$ cat config.mk
export PLATFORM = sky130hd
export DESIGN_NAME = rv_decode_top
export DESIGN_NICKNAME = d
export VERILOG_FILES = /design/src/verilog/rv_dec_pkg.sv /design/src/verilog/rf_read_if.sv /design/src/verilog/instr_decoder.sv /design/src/verilog/register_file.sv /design/src/verilog/decode_stage.sv /design/src/verilog/rv_decode_top.sv
export SDC_FILE = /design/constraint.sdc
export NUM_CORES = 2
export LEC_CHECK = 0
export BUFFER_PORTS_ARGS = -buffer_cell sky130_fd_sc_hd__buf_4
export CAP_MARGIN = 10
export CORE_ASPECT_RATIO = 1.2
export CORE_MARGIN = 5
export CORE_UTILIZATION = 45
export DETAILED_ROUTE_END_ITERATION = 10
export MAX_ROUTING_LAYER = met4
export SKIP_CTS_REPAIR_TIMING = 1
export SLEW_MARGIN = 15
export SYNTH_ARGS = -nofsm -noshare
export SYNTH_HDL_FRONTEND = slang
export SYNTH_SLANG_ARGS = --single-unit
$ cat constraint.sdc
create_clock -name clk -period 2.2 [get_ports clk]
set_clock_uncertainty 0.2 [all_clocks]
set_input_delay 0.22 -clock clk [delete_from_list [all_inputs] [get_ports clk]]
set_output_delay 0.22 -clock clk [all_outputs]
set_load 0.01 [all_outputs]
$ cat src/verilog/rv_dec_pkg.sv
`default_nettype none

package rv_dec_pkg;

  parameter int XLEN = 32;

  // RV32I major opcodes
  typedef enum logic [6:0] {
    OP_IMM   = 7'b0010011,
    LUI      = 7'b0110111,
    AUIPC    = 7'b0010111,
    OP       = 7'b0110011,
    JAL      = 7'b1101111,
    JALR     = 7'b1100111,
    BRANCH   = 7'b1100011,
    LOAD     = 7'b0000011,
    STORE    = 7'b0100011,
    MISC_MEM = 7'b0001111,
    SYSTEM   = 7'b1110011
  } opcode_t;

  localparam logic [2:0] F3_ADD_SUB = 3'b000;
  localparam logic [2:0] F3_SLL     = 3'b001;
  localparam logic [2:0] F3_SRL_SRA = 3'b101;
  localparam logic [2:0] F3_PRIV    = 3'b000;
  localparam logic [2:0] F3_CSR_RSV = 3'b100;

  localparam logic [6:0] F7_BASE = 7'b0000000;
  localparam logic [6:0] F7_ALT  = 7'b0100000;

  // funct12 of the privileged instructions
  localparam logic [11:0] F12_ECALL  = 12'h000;
  localparam logic [11:0] F12_EBREAK = 12'h001;
  localparam logic [11:0] F12_MRET   = 12'h302;
  localparam logic [11:0] F12_WFI    = 12'h105;

  typedef enum logic [1:0] {
    ZERO   = 2'd0,
    REG_RF = 2'd1,
    IMM    = 2'd2,
    PC     = 2'd3
  } operand_src_t;

  typedef enum logic [1:0] {
    LSU_NONE  = 2'd0,
    LSU_LOAD  = 2'd1,
    LSU_STORE = 2'd2
  } lsu_op_t;

  // Encoded as funct3 of loads and stores
  typedef enum logic [2:0] {
    LSU_B  = 3'b000,
    LSU_H  = 3'b001,
    LSU_W  = 3'b010,
    LSU_BU = 3'b100,
    LSU_HU = 3'b101
  } lsu_width_t;

  typedef enum logic [2:0] {
    CSR_NONE = 3'b000,
    RW       = 3'b001,
    RS       = 3'b010,
    RC       = 3'b011,
    RWI      = 3'b101,
    RSI      = 3'b110,
    RCI      = 3'b111
  } csr_op_t;

  typedef struct packed {
    logic [6:0] funct7;
    logic [4:0] rs2;
    logic [4:0] rs1;
    logic [2:0] funct3;
    logic [4:0] rd;
    opcode_t    opcode;
  } r_fmt_t;

  typedef struct packed {
    logic [11:0] imm;
    logic [4:0]  rs1;
    logic [2:0]  funct3;
    logic [4:0]  rd;
    opcode_t     opcode;
  } i_fmt_t;

  typedef struct packed {
    logic [6:0] imm_11_5;
    logic [4:0] rs2;
    logic [4:0] rs1;
    logic [2:0] funct3;
    logic [4:0] imm_4_0;
    opcode_t    opcode;
  } s_fmt_t;

  typedef struct packed {
    logic       imm_12;
    logic [5:0] imm_10_5;
    logic [4:0] rs2;
    logic [4:0] rs1;
    logic [2:0] funct3;
    logic [3:0] imm_4_1;
    logic       imm_11;
    opcode_t    opcode;
  } b_fmt_t;

  typedef struct packed {
    logic [19:0] imm_31_12;
    logic [4:0]  rd;
    opcode_t     opcode;
  } u_fmt_t;

  typedef struct packed {
    logic       imm_20;
    logic [9:0] imm_10_1;
    logic       imm_11;
    logic [7:0] imm_19_12;
    logic [4:0] rd;
    opcode_t    opcode;
  } j_fmt_t;

  typedef union packed {
    r_fmt_t r_fmt;
    i_fmt_t i_fmt;
    s_fmt_t s_fmt;
    b_fmt_t b_fmt;
    u_fmt_t u_fmt;
    j_fmt_t j_fmt;
  } instr_u;

  typedef struct packed {
    logic            active;
    logic [XLEN-1:0] mtval;
    logic [XLEN-1:0] pc_addr;
  } trap_info_t;

  typedef struct packed {
    csr_op_t     op;
    logic [11:0] addr;
    logic        rs1_is_x0;
  } csr_info_t;

  typedef struct packed {
    logic [XLEN-1:0] pc_dec;
    logic [4:0]      rs1_addr;
    logic [4:0]      rs2_addr;
    logic [4:0]      rd_addr;
    operand_src_t    rs1_op;
    operand_src_t    rs2_op;
    logic [XLEN-1:0] imm;
    logic [2:0]      f3;
    logic            f7_alt;
    logic            rshift_arith;
    logic            we_rd;
    logic            jump;
    logic            branch;
    lsu_op_t         lsu;
    lsu_width_t      lsu_w;
    csr_info_t       csr;
    logic            ecall;
    logic            ebreak;
    logic            mret;
    logic            wfi;
    trap_info_t      trap;
  } id_ex_t;

endpackage

`default_nettype wire

$ cat src/verilog/rf_read_if.sv
`timescale 1ns/1ps
`default_nettype none

interface rf_read_if;

  logic [4:0]                  rs1_addr;
  logic [4:0]                  rs2_addr;
  logic                        re;
  logic [rv_dec_pkg::XLEN-1:0] rs1_data;
  logic [rv_dec_pkg::XLEN-1:0] rs2_data;

  modport stage (
    output rs1_addr,
    output rs2_addr,
    output re,
    input  rs1_data,
    input  rs2_data
  );

  modport rf (
    input  rs1_addr,
    input  rs2_addr,
    input  re,
    output rs1_data,
    output rs2_data
  );

endinterface

`default_nettype wire

$ cat src/verilog/instr_decoder.sv
`timescale 1ns/1ps
`default_nettype none

module instr_decoder (
  input  wire rv_dec_pkg::instr_u instr_i,
  output rv_dec_pkg::id_ex_t      ctrl_o
);

  logic [rv_dec_pkg::XLEN-1:0] imm_i_type;
  logic [rv_dec_pkg::XLEN-1:0] imm_s_type;
  logic [rv_dec_pkg::XLEN-1:0] imm_b_type;
  logic [rv_dec_pkg::XLEN-1:0] imm_u_type;
  logic [rv_dec_pkg::XLEN-1:0] imm_j_type;
  logic [rv_dec_pkg::XLEN-1:0] imm_zimm;
  logic [2:0]                  f3;
  logic [6:0]                  f7;
  logic                        illegal;

  assign f3 = instr_i.r_fmt.funct3;
  assign f7 = instr_i.r_fmt.funct7;

  assign imm_i_type = {{20{instr_i.i_fmt.imm[11]}}, instr_i.i_fmt.imm};
  assign imm_s_type = {{20{instr_i.s_fmt.imm_11_5[6]}}, instr_i.s_fmt.imm_11_5,
                       instr_i.s_fmt.imm_4_0};
  assign imm_b_type = {{20{instr_i.b_fmt.imm_12}}, instr_i.b_fmt.imm_11,
                       instr_i.b_fmt.imm_10_5, instr_i.b_fmt.imm_4_1, 1'b0};
  assign imm_u_type = {instr_i.u_fmt.imm_31_12, 12'h000};
  assign imm_j_type = {{12{instr_i.j_fmt.imm_20}}, instr_i.j_fmt.imm_19_12,
                       instr_i.j_fmt.imm_11, instr_i.j_fmt.imm_10_1, 1'b0};
  // Unsigned 5-bit immediate of the CSR*I forms
  assign imm_zimm   = {27'd0, instr_i.i_fmt.rs1};

  always_comb begin
    ctrl_o          = '0;
    illegal         = 1'b0;
    ctrl_o.rs1_addr = instr_i.r_fmt.rs1;
    ctrl_o.rs2_addr = instr_i.r_fmt.rs2;
    ctrl_o.rd_addr  = instr_i.r_fmt.rd;

    case (instr_i.r_fmt.opcode)
      rv_dec_pkg::OP_IMM: begin
        ctrl_o.f3     = f3;
        ctrl_o.rs1_op = rv_dec_pkg::REG_RF;
        ctrl_o.rs2_op = rv_dec_pkg::IMM;
        ctrl_o.imm    = imm_i_type;
        ctrl_o.we_rd  = 1'b1;
        // Shift amounts share the upper immediate bits with funct7
        if (f3 == rv_dec_pkg::F3_SLL) begin
          illegal = (f7 != rv_dec_pkg::F7_BASE);
        end else if (f3 == rv_dec_pkg::F3_SRL_SRA) begin
          illegal             = (f7 != rv_dec_pkg::F7_BASE) && (f7 != rv_dec_pkg::F7_ALT);
          ctrl_o.rshift_arith = f7[5];
        end
      end
      rv_dec_pkg::LUI: begin
        ctrl_o.rs1_op = rv_dec_pkg::ZERO;
        ctrl_o.rs2_op = rv_dec_pkg::IMM;
        ctrl_o.imm    = imm_u_type;
        ctrl_o.we_rd  = 1'b1;
      end
      rv_dec_pkg::AUIPC: begin
        ctrl_o.rs1_op = rv_dec_pkg::PC;
        ctrl_o.rs2_op = rv_dec_pkg::IMM;
        ctrl_o.imm    = imm_u_type;
        ctrl_o.we_rd  = 1'b1;
      end
      rv_dec_pkg::OP: begin
        ctrl_o.f3     = f3;
        ctrl_o.rs1_op = rv_dec_pkg::REG_RF;
        ctrl_o.rs2_op = rv_dec_pkg::REG_RF;
        ctrl_o.f7_alt = f7[5];
        ctrl_o.we_rd  = 1'b1;
        if (f3 == rv_dec_pkg::F3_SRL_SRA) begin
          ctrl_o.rshift_arith = f7[5];
        end
        // Only ADD/SUB and SRL/SRA have an alternate funct7
        illegal = (f7 != rv_dec_pkg::F7_BASE) &&
                  !((f7 == rv_dec_pkg::F7_ALT) &&
                    ((f3 == rv_dec_pkg::F3_ADD_SUB) || (f3 == rv_dec_pkg::F3_SRL_SRA)));
      end
      rv_dec_pkg::JAL: begin
        ctrl_o.jump   = 1'b1;
        ctrl_o.rs1_op = rv_dec_pkg::PC;
        ctrl_o.rs2_op = rv_dec_pkg::IMM;
        ctrl_o.imm    = imm_j_type;
        ctrl_o.we_rd  = 1'b1;
      end
      rv_dec_pkg::JALR: begin
        ctrl_o.jump   = 1'b1;
        ctrl_o.rs1_op = rv_dec_pkg::REG_RF;
        ctrl_o.rs2_op = rv_dec_pkg::IMM;
        ctrl_o.imm    = imm_i_type;
        ctrl_o.we_rd  = 1'b1;
        illegal       = (f3 != 3'b000);
      end
      rv_dec_pkg::BRANCH: begin
        ctrl_o.branch = 1'b1;
        ctrl_o.f3     = f3;
        ctrl_o.rs1_op = rv_dec_pkg::REG_RF;
        ctrl_o.rs2_op = rv_dec_pkg::REG_RF;
        ctrl_o.imm    = imm_b_type;
        illegal       = (f3[2:1] == 2'b01);
      end
      rv_dec_pkg::LOAD: begin
        ctrl_o.lsu    = rv_dec_pkg::LSU_LOAD;
        ctrl_o.lsu_w  = rv_dec_pkg::lsu_width_t'(f3);
        ctrl_o.rs1_op = rv_dec_pkg::REG_RF;
        ctrl_o.rs2_op = rv_dec_pkg::IMM;
        ctrl_o.imm    = imm_i_type;
        ctrl_o.we_rd  = 1'b1;
        illegal       = !(f3 inside {3'b000, 3'b001, 3'b010, 3'b100, 3'b101});
      end
      rv_dec_pkg::STORE: begin
        ctrl_o.lsu    = rv_dec_pkg::LSU_STORE;
        ctrl_o.lsu_w  = rv_dec_pkg::lsu_width_t'(f3);
        ctrl_o.rs1_op = rv_dec_pkg::REG_RF;
        ctrl_o.rs2_op = rv_dec_pkg::IMM;
        ctrl_o.imm    = imm_s_type;
        illegal       = (f3 > 3'b010);
      end
      rv_dec_pkg::MISC_MEM: begin
        // FENCE runs as a NOP in an in-order pipe
      end
      rv_dec_pkg::SYSTEM: begin
        if (f3 == rv_dec_pkg::F3_PRIV) begin
          if ((instr_i.i_fmt.rd != 5'd0) || (instr_i.i_fmt.rs1 != 5'd0)) begin
            illegal = 1'b1;
          end else begin
            case (instr_i.i_fmt.imm)
              rv_dec_pkg::F12_ECALL:  ctrl_o.ecall  = 1'b1;
              rv_dec_pkg::F12_EBREAK: ctrl_o.ebreak = 1'b1;
              rv_dec_pkg::F12_MRET:   ctrl_o.mret   = 1'b1;
              rv_dec_pkg::F12_WFI:    ctrl_o.wfi    = 1'b1;
              default:                illegal       = 1'b1;
            endcase
          end
        end else if (f3 != rv_dec_pkg::F3_CSR_RSV) begin
          if (f3[2]) begin
            ctrl_o.rs1_op = rv_dec_pkg::IMM;
          end else begin
            ctrl_o.rs1_op = rv_dec_pkg::REG_RF;
          end
          ctrl_o.imm            = imm_zimm;
          ctrl_o.csr.op         = rv_dec_pkg::csr_op_t'(f3);
          ctrl_o.csr.addr       = instr_i.i_fmt.imm;
          ctrl_o.csr.rs1_is_x0  = (instr_i.i_fmt.rs1 == 5'd0);
          ctrl_o.we_rd          = (instr_i.i_fmt.rd != 5'd0);
        end else begin
          illegal = 1'b1;
        end
      end
      default: begin
        illegal = 1'b1;
      end
    endcase

    if (illegal) begin
      ctrl_o             = '0;
      ctrl_o.trap.active = 1'b1;
      ctrl_o.trap.mtval  = instr_i;
    end
  end

endmodule

`default_nettype wire

$ cat src/verilog/register_file.sv
`timescale 1ns/1ps
`default_nettype none

module register_file (
  input  wire logic                        clk,
  input  wire logic                        rst_n_i,
  rf_read_if.rf                            rd_i,
  input  wire logic                        we_i,
  input  wire logic [4:0]                  rd_addr_i,
  input  wire logic [rv_dec_pkg::XLEN-1:0] rd_data_i
);

  // x0 has no storage
  logic [rv_dec_pkg::XLEN-1:0] regs [1:31];

  always_ff @(posedge clk or negedge rst_n_i) begin
    if (!rst_n_i) begin
      for (int i = 1; i < 32; i++) begin
        regs[i] <= '0;
      end
    end else if (we_i && (rd_addr_i != 5'd0)) begin
      regs[rd_addr_i] <= rd_data_i;
    end
  end

  // No write bypass, a same-cycle read returns the old value
  always_ff @(posedge clk or negedge rst_n_i) begin
    if (!rst_n_i) begin
      rd_i.rs1_data <= '0;
      rd_i.rs2_data <= '0;
    end else if (rd_i.re) begin
      if (rd_i.rs1_addr == 5'd0) begin
        rd_i.rs1_data <= '0;
      end else begin
        rd_i.rs1_data <= regs[rd_i.rs1_addr];
      end
      if (rd_i.rs2_addr == 5'd0) begin
        rd_i.rs2_data <= '0;
      end else begin
        rd_i.rs2_data <= regs[rd_i.rs2_addr];
      end
    end
  end

endmodule

`default_nettype wire

$ cat src/verilog/decode_stage.sv
`timescale 1ns/1ps
`default_nettype none

module decode_stage #(
  parameter logic [rv_dec_pkg::XLEN-1:0] RESET_PC = '0
) (
  input  wire logic                        clk,
  input  wire logic                        rst_n_i,
  input  wire logic                        jump_i,
  input  wire logic [rv_dec_pkg::XLEN-1:0] pc_jump_i,
  input  wire logic                        fetch_valid_i,
  output logic                             fetch_ready_o,
  input  wire rv_dec_pkg::instr_u          fetch_instr_i,
  input  wire rv_dec_pkg::id_ex_t          ctrl_i,
  rf_read_if.stage                         rf_o,
  output rv_dec_pkg::id_ex_t               id_ex_o,
  output logic                             id_valid_o,
  input  wire logic                        id_ready_i
);

  logic                        valid_q;
  logic                        valid_d;
  rv_dec_pkg::id_ex_t          ctrl_q;
  rv_dec_pkg::id_ex_t          ctrl_d;
  logic                        first_seen_q;
  logic                        first_seen_d;
  logic                        wfi_stop_q;
  logic                        wfi_stop_d;
  logic                        accept;
  logic [rv_dec_pkg::XLEN-1:0] pc_next;

  assign fetch_ready_o = id_ready_i && !wfi_stop_q;
  assign accept        = fetch_valid_i && fetch_ready_o;
  assign id_valid_o    = valid_q;

  // Register file is read at the acceptance edge
  assign rf_o.rs1_addr = fetch_instr_i.r_fmt.rs1;
  assign rf_o.rs2_addr = fetch_instr_i.r_fmt.rs2;
  assign rf_o.re       = id_ready_i;

  // First instruction after reset or a jump takes the loaded PC as is
  assign pc_next = first_seen_q ? (ctrl_q.pc_dec + 32'd4) : ctrl_q.pc_dec;

  always_comb begin
    valid_d      = valid_q;
    ctrl_d       = ctrl_q;
    first_seen_d = first_seen_q;
    wfi_stop_d   = wfi_stop_q;

    if (id_ready_i) begin
      if (jump_i) begin
        valid_d       = 1'b0;
        ctrl_d        = '0;
        ctrl_d.pc_dec = pc_jump_i;
        first_seen_d  = 1'b0;
        wfi_stop_d    = 1'b0;
      end else if (accept) begin
        valid_d             = 1'b1;
        ctrl_d              = ctrl_i;
        ctrl_d.pc_dec       = pc_next;
        ctrl_d.trap.pc_addr = pc_next;
        first_seen_d        = 1'b1;
        wfi_stop_d          = ctrl_i.wfi;
      end else begin
        // Bubble, PC of the last instruction kept
        valid_d       = 1'b0;
        ctrl_d        = '0;
        ctrl_d.pc_dec = ctrl_q.pc_dec;
      end
    end
  end

  always_ff @(posedge clk or negedge rst_n_i) begin
    if (!rst_n_i) begin
      valid_q       <= 1'b0;
      ctrl_q        <= '0;
      ctrl_q.pc_dec <= RESET_PC;
      first_seen_q  <= 1'b0;
      wfi_stop_q    <= 1'b0;
    end else begin
      valid_q      <= valid_d;
      ctrl_q       <= ctrl_d;
      first_seen_q <= first_seen_d;
      wfi_stop_q   <= wfi_stop_d;
    end
  end

  always_comb begin
    if (jump_i) begin
      id_ex_o        = '0;
      id_ex_o.pc_dec = ctrl_q.pc_dec;
    end else if (wfi_stop_q) begin
      id_ex_o        = '0;
      id_ex_o.pc_dec = ctrl_q.pc_dec;
      id_ex_o.wfi    = 1'b1;
    end else begin
      id_ex_o = ctrl_q;
    end
  end

endmodule

`default_nettype wire

$ cat src/verilog/rv_decode_top.sv
`timescale 1ns/1ps
`default_nettype none

module rv_decode_top #(
  parameter logic [rv_dec_pkg::XLEN-1:0] RESET_PC = 32'h0000_0000
) (
  input  wire logic                        clk,
  input  wire logic                        rst_n_i,
  input  wire logic                        jump_i,
  input  wire logic [rv_dec_pkg::XLEN-1:0] pc_jump_i,
  input  wire logic                        fetch_valid_i,
  output logic                             fetch_ready_o,
  input  wire logic [rv_dec_pkg::XLEN-1:0] fetch_instr_i,
  input  wire logic                        wb_we_i,
  input  wire logic [4:0]                  wb_rd_addr_i,
  input  wire logic [rv_dec_pkg::XLEN-1:0] wb_rd_data_i,
  output rv_dec_pkg::id_ex_t               id_ex_o,
  output logic [rv_dec_pkg::XLEN-1:0]      rs1_data_o,
  output logic [rv_dec_pkg::XLEN-1:0]      rs2_data_o,
  output logic                             id_valid_o,
  input  wire logic                        id_ready_i
);

  rv_dec_pkg::id_ex_t dec_ctrl;

  rf_read_if u_rf_if ();

  instr_decoder u_decoder (
    .instr_i (fetch_instr_i),
    .ctrl_o  (dec_ctrl)
  );

  decode_stage #(
    .RESET_PC (RESET_PC)
  ) u_stage (
    .clk           (clk),
    .rst_n_i       (rst_n_i),
    .jump_i        (jump_i),
    .pc_jump_i     (pc_jump_i),
    .fetch_valid_i (fetch_valid_i),
    .fetch_ready_o (fetch_ready_o),
    .fetch_instr_i (fetch_instr_i),
    .ctrl_i        (dec_ctrl),
    .rf_o          (u_rf_if.stage),
    .id_ex_o       (id_ex_o),
    .id_valid_o    (id_valid_o),
    .id_ready_i    (id_ready_i)
  );

  register_file u_rf (
    .clk       (clk),
    .rst_n_i   (rst_n_i),
    .rd_i      (u_rf_if.rf),
    .we_i      (wb_we_i),
    .rd_addr_i (wb_rd_addr_i),
    .rd_data_i (wb_rd_data_i)
  );

  assign rs1_data_o = u_rf_if.rs1_data;
  assign rs2_data_o = u_rf_if.rs2_data;

endmodule

`default_nettype wire

==> metrics.md <==
| Metric | Value |
|---|---|
| Status | finished, violations left |
| Failing checks | hold timing, setup timing |
| Synth warn | 0 |
| Largest family of logic cells by synthesized area | multiplexers |
| Routed vias | between 40k and 50k |
| GR Overflow Total | 0 |
| Clock Tree Root | clkbuf_16 |
| Pwr Density | approximately 830 mW/mm2 |
| Mux cell area share after synthesis | between 30% and 40% |
| CP peak stage delay | around 0.4 ns |
| Clock Sink Count | 1240 |
| Worst Hold Class | input port to flip-flop |
| Post-route minimum period | ~2.4 ns |
| H-tree depth | 4 |
| Worst Hold Launch | jump_i |
| Setup violators final | roughly 210 |
| Clock slew seen by the registers of the worst setup and hold paths | approximately 0.060 ns |
| Core ar. | 0.141 mm2 |
| Setup crit start | u_stage.wfi_stop_q$_DFFE_PN0P_ |
| Compound-Gate Fraction of Synth Area | a little over 7% |
| Critical path type | flip-flop to output pin |
| Slowest CP cell | dfrtp_1 |
| Worst path most repeated cell | buf_12 |
| Initial antenna violation count | 0 |
| DR vias/cell | approximately 6.3 |
| GR Util All Layers | between 20% and 30% |
| Routed wire length | around 210000 um |
| FILL cells | between 10k and 15k |
| WL per Instance | between 30 and 40 um |
| Fin Hold WS | -0.00694 ns |
| Fin cells | 7094 |
| Reg-to-Reg Start | u_stage.wfi_stop_q$_DFFE_PN0P_ |
| Uppermost layer routed | met4 |
| Row count | roughly 150 |
| Crit path capture type | output pin |
| Seq cells post-synth | 1240 |
| Total Die Area | 0.150 mm2 |
| CP cell instances | nor2_4 -> buf_12 -> buf_12 -> buf_12 -> and2_1 -> buf_4 |
| Syn_nets | 4676 |
| Met3 routed WL | 12000 um |
| TritonCTS clock tree | built |
| Die height | 423 um |
| Max VDD drop | between 600 and 700 uV |
| Asr flop ratio synth | 100% |
| Period utilization | 110% |
| Placed insts | a little under 7k |
| Setup TNS | -27.68 ns |
| WP data arrival | roughly 2 ns |
| Synth Instances | ~4.6k |
| Number of global-route vias before repair | ~46k |
| RSZ-0062 raised after global routing | true |
| Remaining DRCs | 0 |
| Initial Utilization | a little under half |
| Leakage | ~35 nW |
| Ys flop type | dfrtp_1 |
| HPWL Detailed | between 100000 and 150000 um |
| Post-Syn Area | between 0.06 and 0.07 mm2 |
| Met1 wire length | about 90000 um |
| Most common cell after layout, fill and taps aside | dfrtp_1 |
| Worst Path Max Fanout | 24 |
| Crit start category | flip-flop |
| Number of synthesized flops with an enable pin | 0 |
| Slew Limit Headroom | between 40% and 50% |
| Pin count of the biggest net entering global routing | 100 |
| Actual slew at the worst max-slew pin | 0.783 ns |
| Sequential area share after synthesis | 48.4% |
| Number of port buffers | approximately 350 |
| XOR/XNOR share of the synthesized area | less than 1% |
| Clock Tree Buf Depth | 3 |
| Antenna Nets Post-Route | 0 |
| Cts bufs inserted | between 100 and 150 |
| Critical path data required time | ~1.8 ns |
| Clk_lat worst skew | ~0.77 ns |
| Routed length on met2 | roughly 110000 um |
| Gpl congestion | 0.896 |
| Slew Viols, Final | 0 |
| Synth unique cells | 66 |
| Die Width | 354 um |
| Synth Area in Adders | 0.0195% |
| Share of cells above drive strength 1 | about 51% |
| Final WS setup | -0.222 ns |
| Synth Area in Simple Gates | roughly 4.3% |
| Max-cap violations | 0 |
| Final Net Count | around 5.3k |
| Most frequent cells in the layout | dfrtp_1 (1239), mux2_2 (1025), buf_4 (671), mux4_2 (449), buf_12 (150) |
| I/O Pins | between 300 and 400 |
| FMAX | 413 MHz |
| Starting DRT DRC Count | just under 4k |
| First-pass GRT wire length | between 300000 and 400000 um |
| Syn_area_per_cell | around 14 um2 |
| Pre-antenna DRT Iters | 8 |
| Layout area overhead | 23.0% |
| Hold Violations, Final | 2 |
## path summary, 6_finish.rpt
| path | end | slack (ns) | cells past startpoint |
|---|---|---|---|
| max | id_ex_o[54] | -0.22 | 6 |
| min | u_stage.ctrl_q[179]$_DFFE_PN0P_ | -0.007 | 4 |
| max reg2reg | u_stage.ctrl_q[110]$_DFFE_PN0P_ | -0.09 | 10 |
| min reg2reg | u_stage.ctrl_q[10]$_DFFE_PN0P_ | 0.27 | 1 |
| max in group asynchronous | u_rf.regs[428]$_DFFE_PN0P_ | 1.07 | 4 |
| min in group asynchronous | u_rf.regs[193]$_DFFE_PN0P_ | 0.06 | 3 |
## cell type report
| type | count | area (um2) | share of cell area (%) |
|---|---|---|---|
| Multi-Input combinational cell | 2761 | 31300 | 39.7 |
| Sequential cell | 1240 | 31000 | 39.4 |
| Inverter | 65 | 251 | 0.319 |
| Clock buffer | 203 | 4030 | 5.11 |
| Tap cell | 1836 | 2300 | 2.92 |
| Clock inverter | 27 | 319 | 0.405 |
| Timing Repair Buffer | 961 | 9580 | 12.2 |
| Antenna cell | 1 | 2.50 | 0.00318 |
## per-layer routing
metal | track usage, % | vias up
met5 | - | -
met4 | 8.88 | 0
met3 | 3.77 | 356
met2 | 47.1 | 1696
met1 | 37.7 | 24045
li1 | - | 18667
## cell families (layout without fill, tap and decap cells)
group / count (synthesis) / in the layout
AND/OR/NAND/NOR: 539 / 539
XOR/XNOR: 30 / 30
AO/OA/AOI/OAI: 587 / 587
other: 0 / 1
adder cells (fa/ha/maj): 1 / 1
buffers and inverters: 567 / 1256
multiplexers: 1604 / 1604
flip-flops: 1240 / 1240
## stage by stage
stage / utilization [%] / area, um2 / hold slack [ns] / total power (W) / setup WS (ns)
5_1_grt: 55.7 / 78800 / 0.00202 / 0.0684 / -0.301
3_5_place_dp: 51.4 / 72600 / -0.0490 / 0.0430 / -0.723
4_1_cts: 54.4 / 76900 / -0.879 / 0.0657 / -0.496
6_report: 55.7 / 78800 / -0.00694 / 0.0657 / -0.222
2_1_floorplan: - / 64200 / -0.276 / 0.0380 / -0.00294
3_3_place_gp: 51.4 / 72600 / -0.0521 / 0.0425 / -0.715
## synth_stat cells (4+ instances only)
cell | n | area, um2
o32ai_1 | 44 | 385
o2bb2ai_1 | 75 | 657
nand3_1 | 39 | 195
a2111oi_0 | 32 | 280
a222oi_1 | 4 | 40.0
a21o_1 | 6 | 45.0
a21oi_1 | 92 | 460
nor3_1 | 36 | 180
a221o_1 | 44 | 440
a22o_1 | 60 | 526
or2_2 | 5 | 31.3
clkbuf_1 | 293 | 1100
o21ai_0 | 39 | 195
inv_1 | 62 | 233
a32oi_1 | 4 | 35.0
mux2i_1 | 130 | 1300
and3_1 | 14 | 87.6
and2_1 | 141 | 882
a221oi_1 | 11 | 96.3
xnor2_1 | 20 | 175
nor2_1 | 106 | 398
nor4_1 | 4 | 25.0
o211ai_1 | 22 | 165
a32o_1 | 32 | 320
buf_2 | 90 | 450
a22oi_1 | 36 | 270
buf_4 | 52 | 390
xor2_1 | 10 | 87.6
nand4_1 | 16 | 100
dfrtp_1 | 1240 | 31000
nand2b_1 | 8 | 50.1
mux2_2 | 1025 | 11500
a211oi_1 | 35 | 263
nand2_1 | 139 | 522
mux4_2 | 449 | 10100
nand3b_1 | 5 | 37.5
nor3b_1 | 5 | 37.5
o22ai_1 | 5 | 31.3
o221ai_1 | 34 | 298
buf_1 | 64 | 240
## flip-flops by register name, summed over array words and instances, names as in the netlist
register              flops
u_rf.rd_i.rs1_data       32
u_rf.rd_i.rs2_data       32
u_rf.regs               992
u_stage.ctrl_q          181
u_stage.first_seen_q      1
u_stage.id_valid_o        1
u_stage.wfi_stop_q        1
## where the power goes
group	internal (W)	switching, W	leakage (nW)
registers	0.0267	0.00303	16.0
clock network	0.0133	0.00933	2.14
logic	0.00804	0.00528	16.6
total	0.0481	0.0176	34.7
## worst max-delay path: cells and delay by family (launching register included)
kind	cells	cell delay [ns]
buf+inv	4	0.54
flops	1	0.40
simple gates	2	0.27
Note: power is estimated with default switching activity, not from simulation.
